### config.mk
export PLATFORM = sky130hd
export DESIGN_NAME = apb_sys_top
export DESIGN_NICKNAME = d
export VERILOG_FILES = /design/src/rtl/apb_cmd_pkg.sv /design/src/rtl/apb_bus_pkg.sv /design/src/rtl/apb_sys_top.sv /design/src/rtl/apb_reg_target.sv /design/src/rtl/apb_requester.sv /design/src/rtl/apb_cmd_queue.sv
export VERILOG_INCLUDE_DIRS = /design/src /design/src/rtl
export SDC_FILE = /design/constraint.sdc
export NUM_CORES = 1
export LEC_CHECK = 0
export BUFFER_PORTS_ARGS = -buffer_cell sky130_fd_sc_hd__buf_2
export CORE_MARGIN = 3
export CORE_UTILIZATION = 30
export CTS_CLUSTER_DIAMETER = 40
export CTS_CLUSTER_SIZE = 20
export DETAILED_ROUTE_END_ITERATION = 7
export PLACE_DENSITY = 0.53
export SYNTH_ARGS = -nofsm -noshare
export SYNTH_HDL_FRONTEND = slang
export SYNTH_SLANG_ARGS = --single-unit
### constraint.sdc
create_clock -name CLK -period 7.8 [get_ports CLK]
set_clock_uncertainty 0.1 [all_clocks]
set_input_delay 0.39 -clock CLK [delete_from_list [all_inputs] [get_ports CLK]]
set_output_delay 0.39 -clock CLK [all_outputs]
set_load 0.01 [all_outputs]
### src/rtl/apb_sys_consts.svh
// ------------------------------
// Sizes of the APB subsystem
// Register map must fit below 2**APB_ADDR_BITS, wait states fit in PADDR[3:2]
// ------------------------------
`ifndef APB_SYS_CONSTS_SVH
`define APB_SYS_CONSTS_SVH

// Bus widths
`define APB_ADDR_BITS 10
`define APB_DATA_BITS 32

// One strobe bit per data byte
`define APB_STRB_BITS (`APB_DATA_BITS / 8)

// Command queue entries
`define CMD_QUEUE_DEPTH 4

// 32-bit registers in the target, byte addresses 0 to 4*REG_WORDS-1
`define REG_WORDS 16

// Largest wait state count the target inserts
`define APB_WAIT_MAX 3

`endif
### src/rtl/apb_cmd_pkg.sv
// ------------------------------
// Command and response records
// Tag is echoed, never interpreted
// ------------------------------
`include "apb_sys_consts.svh"

package apb_cmd_pkg;

	// Tag width, 16 commands in flight can be told apart
	localparam int TAG_BITS = 4;

	typedef enum logic {
		CMD_READ  = 1'b0,
		CMD_WRITE = 1'b1
	} cmd_op_t;

	// One queued transfer
	typedef struct packed {
		cmd_op_t                     op;
		logic [`APB_ADDR_BITS-1:0]   addr;
		logic [`APB_DATA_BITS-1:0]   wdata;
		logic [`APB_STRB_BITS-1:0]   strb;
		logic [TAG_BITS-1:0]         tag;
	} apb_cmd_t;

	// One result, rdata is zero for writes and failed reads
	typedef struct packed {
		logic [TAG_BITS-1:0]         tag;
		cmd_op_t                     op;
		logic [`APB_DATA_BITS-1:0]   rdata;
		logic                        err;
	} apb_rsp_t;

endpackage

### src/rtl/apb_bus_pkg.sv
// ------------------------------
// APB bus signals as two structs
// No PPROT, single target only
// ------------------------------
`include "apb_sys_consts.svh"

package apb_bus_pkg;

	// Requester outputs
	// Everything but sel and enable holds from setup to the end of access
	typedef struct packed {
		logic                        sel;
		logic                        enable;
		logic                        write;
		logic [`APB_ADDR_BITS-1:0]   addr;
		logic [`APB_DATA_BITS-1:0]   wdata;
		logic [`APB_STRB_BITS-1:0]   strb;
	} apb_req_t;

	// Target outputs
	// rdata and slverr only mean something while ready is high
	typedef struct packed {
		logic [`APB_DATA_BITS-1:0]   rdata;
		logic                        ready;
		logic                        slverr;
	} apb_rep_t;

endpackage

### src/rtl/apb_sys_top.sv
`timescale 1ns/1ps
// ------------------------------
// Queue, requester and one register target
// Source must not strobe cmd_valid while cmd_full is high
// ------------------------------

module apb_sys_top (
	input  logic                  CLK,
	input  logic                  reset,
	input  logic                  cmd_valid,
	input  apb_cmd_pkg::apb_cmd_t cmd,
	output logic                  cmd_full,
	output logic                  rsp_valid,
	output apb_cmd_pkg::apb_rsp_t rsp
);
	import apb_cmd_pkg::*;
	import apb_bus_pkg::*;

	// Queue to requester
	apb_cmd_t q_head;
	logic     q_empty;
	logic     q_pop;

	// APB between requester and target
	apb_req_t bus_req;
	apb_rep_t bus_rep;

	apb_cmd_queue u_queue (
		.CLK      (CLK),
		.reset    (reset),
		.push     (cmd_valid),
		.push_cmd (cmd),
		.pop      (q_pop),
		.head     (q_head),
		.empty    (q_empty),
		.full     (cmd_full)
	);

	apb_requester u_requester (
		.CLK       (CLK),
		.reset     (reset),
		.q_empty   (q_empty),
		.q_head    (q_head),
		.q_pop     (q_pop),
		.bus_req   (bus_req),
		.bus_rep   (bus_rep),
		.rsp_valid (rsp_valid),
		.rsp       (rsp)
	);

	apb_reg_target u_target (
		.CLK     (CLK),
		.reset   (reset),
		.bus_req (bus_req),
		.bus_rep (bus_rep)
	);

endmodule

### src/rtl/apb_reg_target.sv
`timescale 1ns/1ps
// ------------------------------
// APB register file, wait states = PADDR[3:2]
// Unaligned or out-of-range access gives PSLVERR, no write, zero read data
// ------------------------------
`include "apb_sys_consts.svh"

module apb_reg_target (
	input  logic                  CLK,
	input  logic                  reset,
	input  apb_bus_pkg::apb_req_t bus_req,
	output apb_bus_pkg::apb_rep_t bus_rep
);
	localparam int IDX_BITS  = $clog2(`REG_WORDS);
	localparam int WAIT_BITS = $clog2(`APB_WAIT_MAX + 1);
	localparam int TOP_ADDR  = `REG_WORDS * 4;

	logic [`APB_DATA_BITS-1:0] regs [`REG_WORDS];
	logic [WAIT_BITS-1:0]      wait_cnt;
	logic [WAIT_BITS-1:0]      wait_need;
	logic [IDX_BITS-1:0]       idx;
	logic                      access;
	logic                      done;
	logic                      addr_err;

	// ------------------------------
	// Decode
	// ------------------------------
	assign access    = bus_req.sel && bus_req.enable;
	assign wait_need = WAIT_BITS'(bus_req.addr[3:2]);
	assign idx       = bus_req.addr[IDX_BITS+1:2];
	// Word aligned and inside the register map
	assign addr_err  = (bus_req.addr[1:0] != 2'b00) ||
		(bus_req.addr >= `APB_ADDR_BITS'(TOP_ADDR));
	// Ready once the wait count reaches the address-selected value
	assign done      = access && (wait_cnt == wait_need);

	// Reply is combinational from the count and the request
	always_comb begin
		bus_rep.ready  = done;
		bus_rep.slverr = done && addr_err;
		bus_rep.rdata  = '0;
		if (done && !bus_req.write && !addr_err)
			bus_rep.rdata = regs[idx];
	end

	// Wait counter, restarts for every access
	always_ff @(posedge CLK) begin
		if (reset)
			wait_cnt <= '0;
		else if (access && !done)
			wait_cnt <= wait_cnt + 1'b1;
		else
			wait_cnt <= '0;
	end

	// ------------------------------
	// Register file
	// ------------------------------
	always_ff @(posedge CLK) begin
		if (reset) begin
			for (int i = 0; i < `REG_WORDS; i++)
				regs[i] <= '0;
		end else if (done && bus_req.write && !addr_err) begin
			// Byte lanes follow PSTRB
			for (int b = 0; b < `APB_STRB_BITS; b++) begin
				if (bus_req.strb[b])
					regs[idx][8*b +: 8] <= bus_req.wdata[8*b +: 8];
			end
		end
	end

	// Every access ends within APB_WAIT_MAX extra cycles
	a_bounded_wait: assert property (@(posedge CLK) disable iff (reset)
		(access && wait_cnt == '0) |-> ##[0:`APB_WAIT_MAX] done);
	// Requester keeps the access phase up until ready
	a_access_held: assert property (@(posedge CLK) disable iff (reset)
		(access && !done) |=> access);

endmodule

### src/rtl/apb_requester.sv
`timescale 1ns/1ps
// ------------------------------
// APB requester, one transfer at a time
// Pops only from idle, so one idle cycle separates transfers
// ------------------------------

module apb_requester (
	input  logic                  CLK,
	input  logic                  reset,
	input  logic                  q_empty,
	input  apb_cmd_pkg::apb_cmd_t q_head,
	output logic                  q_pop,
	output apb_bus_pkg::apb_req_t bus_req,
	input  apb_bus_pkg::apb_rep_t bus_rep,
	output logic                  rsp_valid,
	output apb_cmd_pkg::apb_rsp_t rsp
);
	import apb_cmd_pkg::*;

	typedef enum logic [1:0] {
		ST_IDLE,
		ST_SETUP,
		ST_ACCESS
	} state_t;

	state_t   state;
	logic     sel_q;
	logic     enable_q;
	// Command under transfer, source of the registered bus fields
	apb_cmd_t cmd_q;
	logic     done;

	// Take the head as soon as the bus is free
	assign q_pop = (state == ST_IDLE) && !q_empty;
	// Last access cycle
	assign done  = (state == ST_ACCESS) && bus_rep.ready;

	// Bus outputs all come from flops
	assign bus_req = '{
		sel:    sel_q,
		enable: enable_q,
		write:  (cmd_q.op == CMD_WRITE),
		addr:   cmd_q.addr,
		wdata:  cmd_q.wdata,
		strb:   cmd_q.strb
	};

	// ------------------------------
	// Phase FSM
	// ------------------------------
	always_ff @(posedge CLK) begin
		if (reset) begin
			state     <= ST_IDLE;
			sel_q     <= 1'b0;
			enable_q  <= 1'b0;
			rsp_valid <= 1'b0;
		end else begin
			// Response is a single-cycle strobe
			rsp_valid <= 1'b0;
			case (state)
				ST_IDLE: begin
					if (q_pop) begin
						state <= ST_SETUP;
						sel_q <= 1'b1;
					end
				end
				// Setup is always exactly one cycle
				ST_SETUP: begin
					state    <= ST_ACCESS;
					enable_q <= 1'b1;
				end
				// Hold access until the target is ready
				ST_ACCESS: begin
					if (done) begin
						state     <= ST_IDLE;
						sel_q     <= 1'b0;
						enable_q  <= 1'b0;
						rsp_valid <= 1'b1;
					end
				end
				default: state <= ST_IDLE;
			endcase
		end
	end

	// Command latch and result capture
	always_ff @(posedge CLK) begin
		if (q_pop)
			cmd_q <= q_head;
		if (done)
			rsp <= '{tag: cmd_q.tag, op: cmd_q.op, rdata: bus_rep.rdata, err: bus_rep.slverr};
	end

	// Target sees a steady request while it inserts wait states
	a_req_stable: assert property (@(posedge CLK) disable iff (reset)
		(bus_req.sel && bus_req.enable && !bus_rep.ready) |=> $stable(bus_req));
	// Access phase only inside a selected transfer
	a_enable_sel: assert property (@(posedge CLK) disable iff (reset)
		bus_req.enable |-> bus_req.sel);

endmodule

### src/rtl/apb_cmd_queue.sv
`timescale 1ns/1ps
// ------------------------------
// Command FIFO, push dropped while full
// Head is valid only while empty is low
// ------------------------------
`include "apb_sys_consts.svh"

module apb_cmd_queue (
	input  logic                  CLK,
	input  logic                  reset,
	input  logic                  push,
	input  apb_cmd_pkg::apb_cmd_t push_cmd,
	input  logic                  pop,
	output apb_cmd_pkg::apb_cmd_t head,
	output logic                  empty,
	output logic                  full
);
	import apb_cmd_pkg::*;

	localparam int DEPTH    = `CMD_QUEUE_DEPTH;
	localparam int PTR_BITS = (DEPTH > 1) ? $clog2(DEPTH) : 1;
	localparam int CNT_BITS = $clog2(DEPTH + 1);

	// Storage and pointers
	apb_cmd_t            mem [DEPTH];
	logic [PTR_BITS-1:0] wr_ptr;
	logic [PTR_BITS-1:0] rd_ptr;
	logic [CNT_BITS-1:0] count;
	logic                do_push;
	logic                do_pop;

	// Pointer step with wrap, depth need not be a power of two
	function automatic logic [PTR_BITS-1:0] ptr_next(input logic [PTR_BITS-1:0] p);
		if (p == PTR_BITS'(DEPTH - 1))
			return '0;
		return p + 1'b1;
	endfunction

	assign do_push = push && !full;
	assign do_pop  = pop && !empty;
	assign empty   = (count == '0);
	assign full    = (count == CNT_BITS'(DEPTH));
	assign head    = mem[rd_ptr];

	// ------------------------------
	// Control state
	// ------------------------------
	always_ff @(posedge CLK) begin
		if (reset) begin
			wr_ptr <= '0;
			rd_ptr <= '0;
			count  <= '0;
		end else begin
			if (do_push)
				wr_ptr <= ptr_next(wr_ptr);
			if (do_pop)
				rd_ptr <= ptr_next(rd_ptr);
			// Simultaneous push and pop leaves the count alone
			case ({do_push, do_pop})
				2'b10:   count <= count + 1'b1;
				2'b01:   count <= count - 1'b1;
				default: count <= count;
			endcase
		end
	end

	// Payload, written at the tail
	always_ff @(posedge CLK) begin
		if (do_push)
			mem[wr_ptr] <= push_cmd;
	end

	// Source must watch cmd_full
	a_no_push_full: assert property (@(posedge CLK) disable iff (reset) !(push && full));
	// Requester pops only what is there
	a_no_pop_empty: assert property (@(posedge CLK) disable iff (reset) !(pop && empty));

endmodule

After elaboration in Yosys (flattened, before gate mapping)

Memory sizes are Yosys's and may differ from the RTL's. A register that Yosys moved wholly into a read port is not among the register bits.
Cells that the tools add are included.

Flip-flop bits (word level): 20
Memory bits (writable): 716
Bits of input ports: 54
Output and inout port bits: 40
Logic and storage cells: 104
Memories: 2

Memory list:

| name          | words | bits a word | read ports | clocked after memory_dff | write ports | line                 | RTL |
|---|---|---|---|---|---|---|---|
| u_target.regs | 16    | 32          | 1          | 1                        | 16          | apb_reg_target.sv:18 | `` logic [`APB_DATA_BITS-1:0] regs [`REG_WORDS]; `` |
| u_queue.mem   | 4     | 51          | 1          | 1                        | 1           | apb_cmd_queue.sv:25  | `apb_cmd_t mem [DEPTH];` |

$add $sub $neg: 5
Magnitude comparators: 1
Equality and inequality tests: 10
Mux-type cells: 42
Bitwise operators: 2
Reduce and logical (&&, ||, !) cells: 31

Operators with widths:

| operator                                              | number |
|---|---|
| two-way mux 32 bit                                    | 1 |
| OR reduction 32 bit                                   | 1 |
| two-way mux 1 bit                                     | 29 |
| logical AND 1 bit                                     | 12 |
| two-way mux 2 bit                                     | 6 |
| >= comparator 10 x 7 -> 1 bit (second input constant) | 1 |
| == test 2 bit (second input constant)                 | 4 |
| two-way mux 4 bit                                     | 2 |
| nonzero test 2 bit                                    | 4 |
| adder 2 x 1 -> 2 bit (second input constant)          | 3 |
| logical NOT 1 bit                                     | 6 |
| case mux 2 bit (3 select lines)                       | 1 |
| case mux 3 bit (2 select lines)                       | 1 |
| == test 2 x 1 -> 1 bit (second input constant)        | 2 |
| case mux 1 bit (2 select lines)                       | 2 |
| AND reduction 2 bit                                   | 2 |
| OR reduction 2 bit                                    | 2 |
| adder 3 x 1 -> 3 bit (second input constant)          | 1 |
| == test 3 bit (second input constant)                 | 1 |
| logical NOT 3 bit                                     | 1 |
| AND reduction 3 bit                                   | 1 |
| subtractor 3 x 1 -> 3 bit (second input constant)     | 1 |
| == test 2 bit                                         | 1 |
| logical NOT 2 bit                                     | 1 |
| other kinds (4)                                       | 5 |

Depth between registers and ports, before layout

Depth in word-level cells: 9
Depth in mapped cells: 10
Mapped depth without buffers: 9

Hierarchy

A second synthesis with hierarchy kept.

Cells, all modules: 2,007
Area, all modules: 35,794.3 µm²

By module, submodules not included:

| module         | times used | cells each | area each (µm²) | seq. area each (µm²) |
|---|---|---|---|---|
| apb_reg_target | 1          | 1,531      | 24,726.2        | 15,414.8 |
| apb_cmd_queue  | 1          | 321        | 7,837.5         | 6,306.0 |
| apb_requester  | 1          | 155        | 3,230.6         | 2,772.7 |

Worst setup path before layout

Ideal clock, no wire load.

Path kind: register -> register
Start point: register, netlist name u_requester.bus_req[38]
End point: register, netlist name u_requester.rsp[0]
Library setup time: 0.442 ns
Arrival time: 3.267 ns
Data required time: 7.258 ns
Setup slack: 3.991 ns
Cell stages (with the launch flop): 8
Buffers on the path: 4
Clock period less this slack: 3.809 ns
Cell sequence: edfxtp_1 buf_4 xor2_1 or3_1 buf_2 buf_6 buf_6 nor2b_1

Cells in the longest elaborated chain, start to end: 3

RTL lines:

| element              | line                 | RTL |
|---|---|---|
| == test 2 bit        | apb_reg_target.sv:36 | `assign done = access && (wait_cnt == wait_need);` |
| logical AND 1 bit    | apb_reg_target.sv:36 |  |
| logical AND 1 bit    | apb_requester.sv:36  | `assign done = (state == ST_ACCESS) && bus_rep.ready;` |
| via u_requester.done | apb_requester.sv:31  | `logic done;` |

The timed path passes the listed nets, and every way through them passes these cells.
A chain may end at the register's enable or synchronous reset.

Worst setup path after layout

Start point: register, netlist name u_requester.bus_req[38]
End point: register, netlist name u_requester.rsp[30]

Cells in the longest elaborated chain, start to end: 5
Elaborated cells on any way between the ends: 9
Those cells by class: 1 x order compare; 1 x eq/ne; 7 x reduce/logical

RTL lines:

| element                                                        | line                                       | RTL |
|---|---|---|
| >= comparator 10 x 7 -> 1 bit or == test 2 bit (tied branches) | apb_reg_target.sv:34, apb_reg_target.sv:36 |  |
| logical OR 1 bit or logical AND 1 bit (tied branches)          | apb_reg_target.sv:33, apb_reg_target.sv:36 |  |
| logical NOT 1 bit or logical AND 1 bit (tied branches)         | apb_reg_target.sv:43                       | `if (done && !bus_req.write && !addr_err)` |
| logical AND 1 bit                                              | apb_reg_target.sv:43                       |  |
| logical NOT 1 bit (no source line)                             | n/a                                        |  |

Parallel ways exist; a longest one is shown, timed or not.

==> impl_metrics.yaml <==
clock_network:
  cts_sinks: 819
  cts_tree: "built"
  cts.clk_slew.worst_paths_ns: 0.06
  cts_buffers: 117
  clk_path_buf_depth: 3
  insertion_delay_ns: 0.69
  cts_root_buf: "clkbuf_16"
  cts_resized: 0
  h-tree-depth: 3
drt:
  detail-route-antenna-nets: 0
  wire_per_inst_um: 23.0
  route.detailed.drc: 0
  num_vias: 17777
  drtIter0Drc: 1381
  drt_pass1_iterations: 4
  routed_wirelength_um: 86300
  viasPerCell: 4.74
place:
  placed_cell_area_mm2: 0.0374
  dp_cells: 3474
  place_ws_ns: 3.49
  dp_hpwl_um: 55100
  port_buffers: 93
  place.gp.congestion: 0.774
timing:
  fmax_ghz: 0.230
  timing.hold.ws_ns: 0.166
  rsz0062_at_grt: "false"
  final-setup-viol-count: 0
  hold_violations: 0
  fin_ws_ns: 3.46
  finalCriticalPeriod_ns: 4.34
  worst_slew_pin_slew_ns: 1.19
  period_share: 0.557
  maxSlewHeadroom: 0.208
  drv_slew: 0
  finalSetupTns_ns: 0
die:
  dieArea_mm2: 0.122
  core_area_mm2: 0.117
  die_h_um: 349
  start_util: 0.304
  ioPinCount: 94
  die_x_um: 349
  rows: 125
power:
  swShare: 0.310
  seqPwrFrac: 0.426
  switchingPower_mw: 4.36
  p_comb_frac: 0.181
  p_leak_nw: 15.2
  peakVddDrop_v: 0.000259
  p_per_area_mw_per_mm2: 334
  finalPower_mw: 14.1
  p_int_mw: 9.73
  clockPowerShare: 0.394
synthesis:
  async_flop_share: 0
  ys_ff_latch: 819
  synth_warnings: 0
  synthCells: 1950
  synth.cell_area_mm2: 0.0354
  synth_edf_count: 805
  synthDistinctLibCells: 35
  ys_seq_area_frac: 0.691
  syn_avg_cell_area_um2: 18.1
  synth.net_count: 2011
  ys.flop_type: "edfxtp_1"
cells_and_area:
  final_core_utilization: 0.362
  final_common_cell: "edfxtp_1"
  multi_input_area_mm2: 0.0103
  layout_common_cells: "edfxtp_1 (805), and2_1 (512), mux4_2 (179)"
  area.sequential_mm2: 0.0245
  num-fill-cells: 10722
  areaGrowthSynthToFinish_pct: 19.1
  drive_gt1_frac: 0.285
  finalNetCount: 2181
  stdcell_count: 3749
  design_area_mm2: 0.0421
outcome:
  status: "finished, final reports clean"
critical_path:
  crit_path_max_incr_delay_ns: 1.12
  path_delay_family: "simple AND/OR/NAND/NOR gates"
  r2r_cells: 7
  endpoint_kind: "flip-flop"
  start_kind: "flip-flop"
  critPathBufInv: 3
  required_ns: 8.20
  cpMostUsedCell: "buf_4"
  crit_path_max_fanout: 41
  cp.arrival_ns: 4.74
  cp_slowest_cell: "or4b_2"
  cp.depth: 7
  cp_cell_sequence: "buf_4 > buf_4 > xor2_1 > or3_4 > buf_4 > or4b_2 > o22ai_1"
  crit_type: "flip-flop to flip-flop"
global_routing:
  antenna_found_initial: 6
  grt.overflow.total: 0
  grt_pass1_vias: 18573
  track_usage: 0.141
  grt_pass1_wl_um: 128000
  grt_max_degree: 96
min_path:
  hp-class: "primary input to flip-flop"
  hold_path_depth: 4
job:
  maxCapViolations: 0
==> tightest hold or removal path, cell delays in order <==
cell     delay (ns)
buf_2          0.11
nor2b_1        0.20
mux2i_1        0.14
nor2_1         0.07
==> layout make-up <==
class	instances	area share
repair buffers	171	0.0283
well taps	1524	0.0452
flip-flops and latches	819	0.580
clock inverters	100	0.0295
inverters	7	0.000623
multi-input cells	1004	0.245
clock buffers	123	0.0705
diodes	1	0.0000594
==> sequential cells by signal (all words and copies together) (netlist names) <==
register	count
u_target.regs	512
u_queue.mem	204
u_requester.bus_req	47
u_requester.rsp	38
u_requester.cmd_q	4
u_queue.count	3
u_queue.rd_ptr	2
u_queue.wr_ptr	2
u_requester.state	2
u_target.wait_cnt	2
u_requester.enable_q	1
u_requester.rsp_valid	1
u_requester.sel_q	1
==> worst paths after layout <==
check / startpoint / end / slack [ns]
hold / removal: cmd_valid / u_queue.wr_ptr[1]$_SDFFE_PP0P_ / 0.17
setup reg to reg: u_requester.bus_req[38]$_DFFE_PP_ / u_requester.rsp[30]$_SDFFCE_PN0P_ / 3.46
setup / recovery: u_requester.bus_req[38]$_DFFE_PP_ / u_requester.rsp[30]$_SDFFCE_PN0P_ / 3.46
hold reg to reg: u_requester.cmd_q[2]$_DFFE_PP_ / u_requester.rsp[36]$_DFFE_PP_ / 0.33
==> synth_stat cells (7+ instances only) <==
master / instances / area share
mux4_2: 179 / 0.11
inv_1: 7 / 0.00074
nor2b_1: 10 / 0.0018
and2_1: 516 / 0.091
nor2_1: 16 / 0.0017
o22ai_1: 32 / 0.0057
mux2i_1: 67 / 0.019
clkbuf_1: 67 / 0.0071
or2_2: 45 / 0.0080
edfxtp_1: 805 / 0.68
buf_2: 24 / 0.0034
nand2_1: 16 / 0.0017
dfxtp_1: 14 / 0.0079
buf_6: 10 / 0.0032
nor4_4: 57 / 0.034
or2_1: 19 / 0.0034
buf_1: 15 / 0.0016
nor4_2: 7 / 0.0025
==> kinds of logic (layout without fill, tap and decap cells) <==
| family | after synthesis | count (layout) | synth area share |
|---|---|---|---|
| AO/OA/AOI/OAI | 40 | 40 | 0.00700 |
| XOR/XNOR | 4 | 4 | 0.000990 |
| adder cells (fa/ha/maj) | 7 | 7 | 0.00269 |
| buffers and inverters | 127 | 401 | 0.0169 |
| flip-flops | 819 | 819 | 0.691 |
| multiplexers | 246 | 246 | 0.133 |
| other | 0 | 1 | 0 |
| AND/OR/NAND/NOR | 707 | 707 | 0.148 |
==> power by group through the flow <==
stage	clock network (mW)	registers, mW	logic (mW)
2_1_floorplan	0	5.51	2.02
3_3_place_gp	0	6.11	2.56
3_5_place_dp	0	6.11	2.58
4_1_cts	5.65	6.03	2.60
5_1_grt	5.85	6.07	2.71
6_report	5.55	6.00	2.54
==> layer usage <==
layer / global-route usage / vias to the layer above / part of all wire
met3: 0.0229 / 106 / 0.045
li1: - / 7913 / -
met5: 0 / - / 0
met2: 0.232 / 429 / 0.49
met4: 0.0344 / 0 / 0.017
met1: 0.197 / 9329 / 0.45
==> repair_timing <==
item                                   CTS  global route
hold buffers                            51             0
endpoints found under the hold margin  204             0
setup buffers                            0             0
Power figures use the tool's default switching activity.
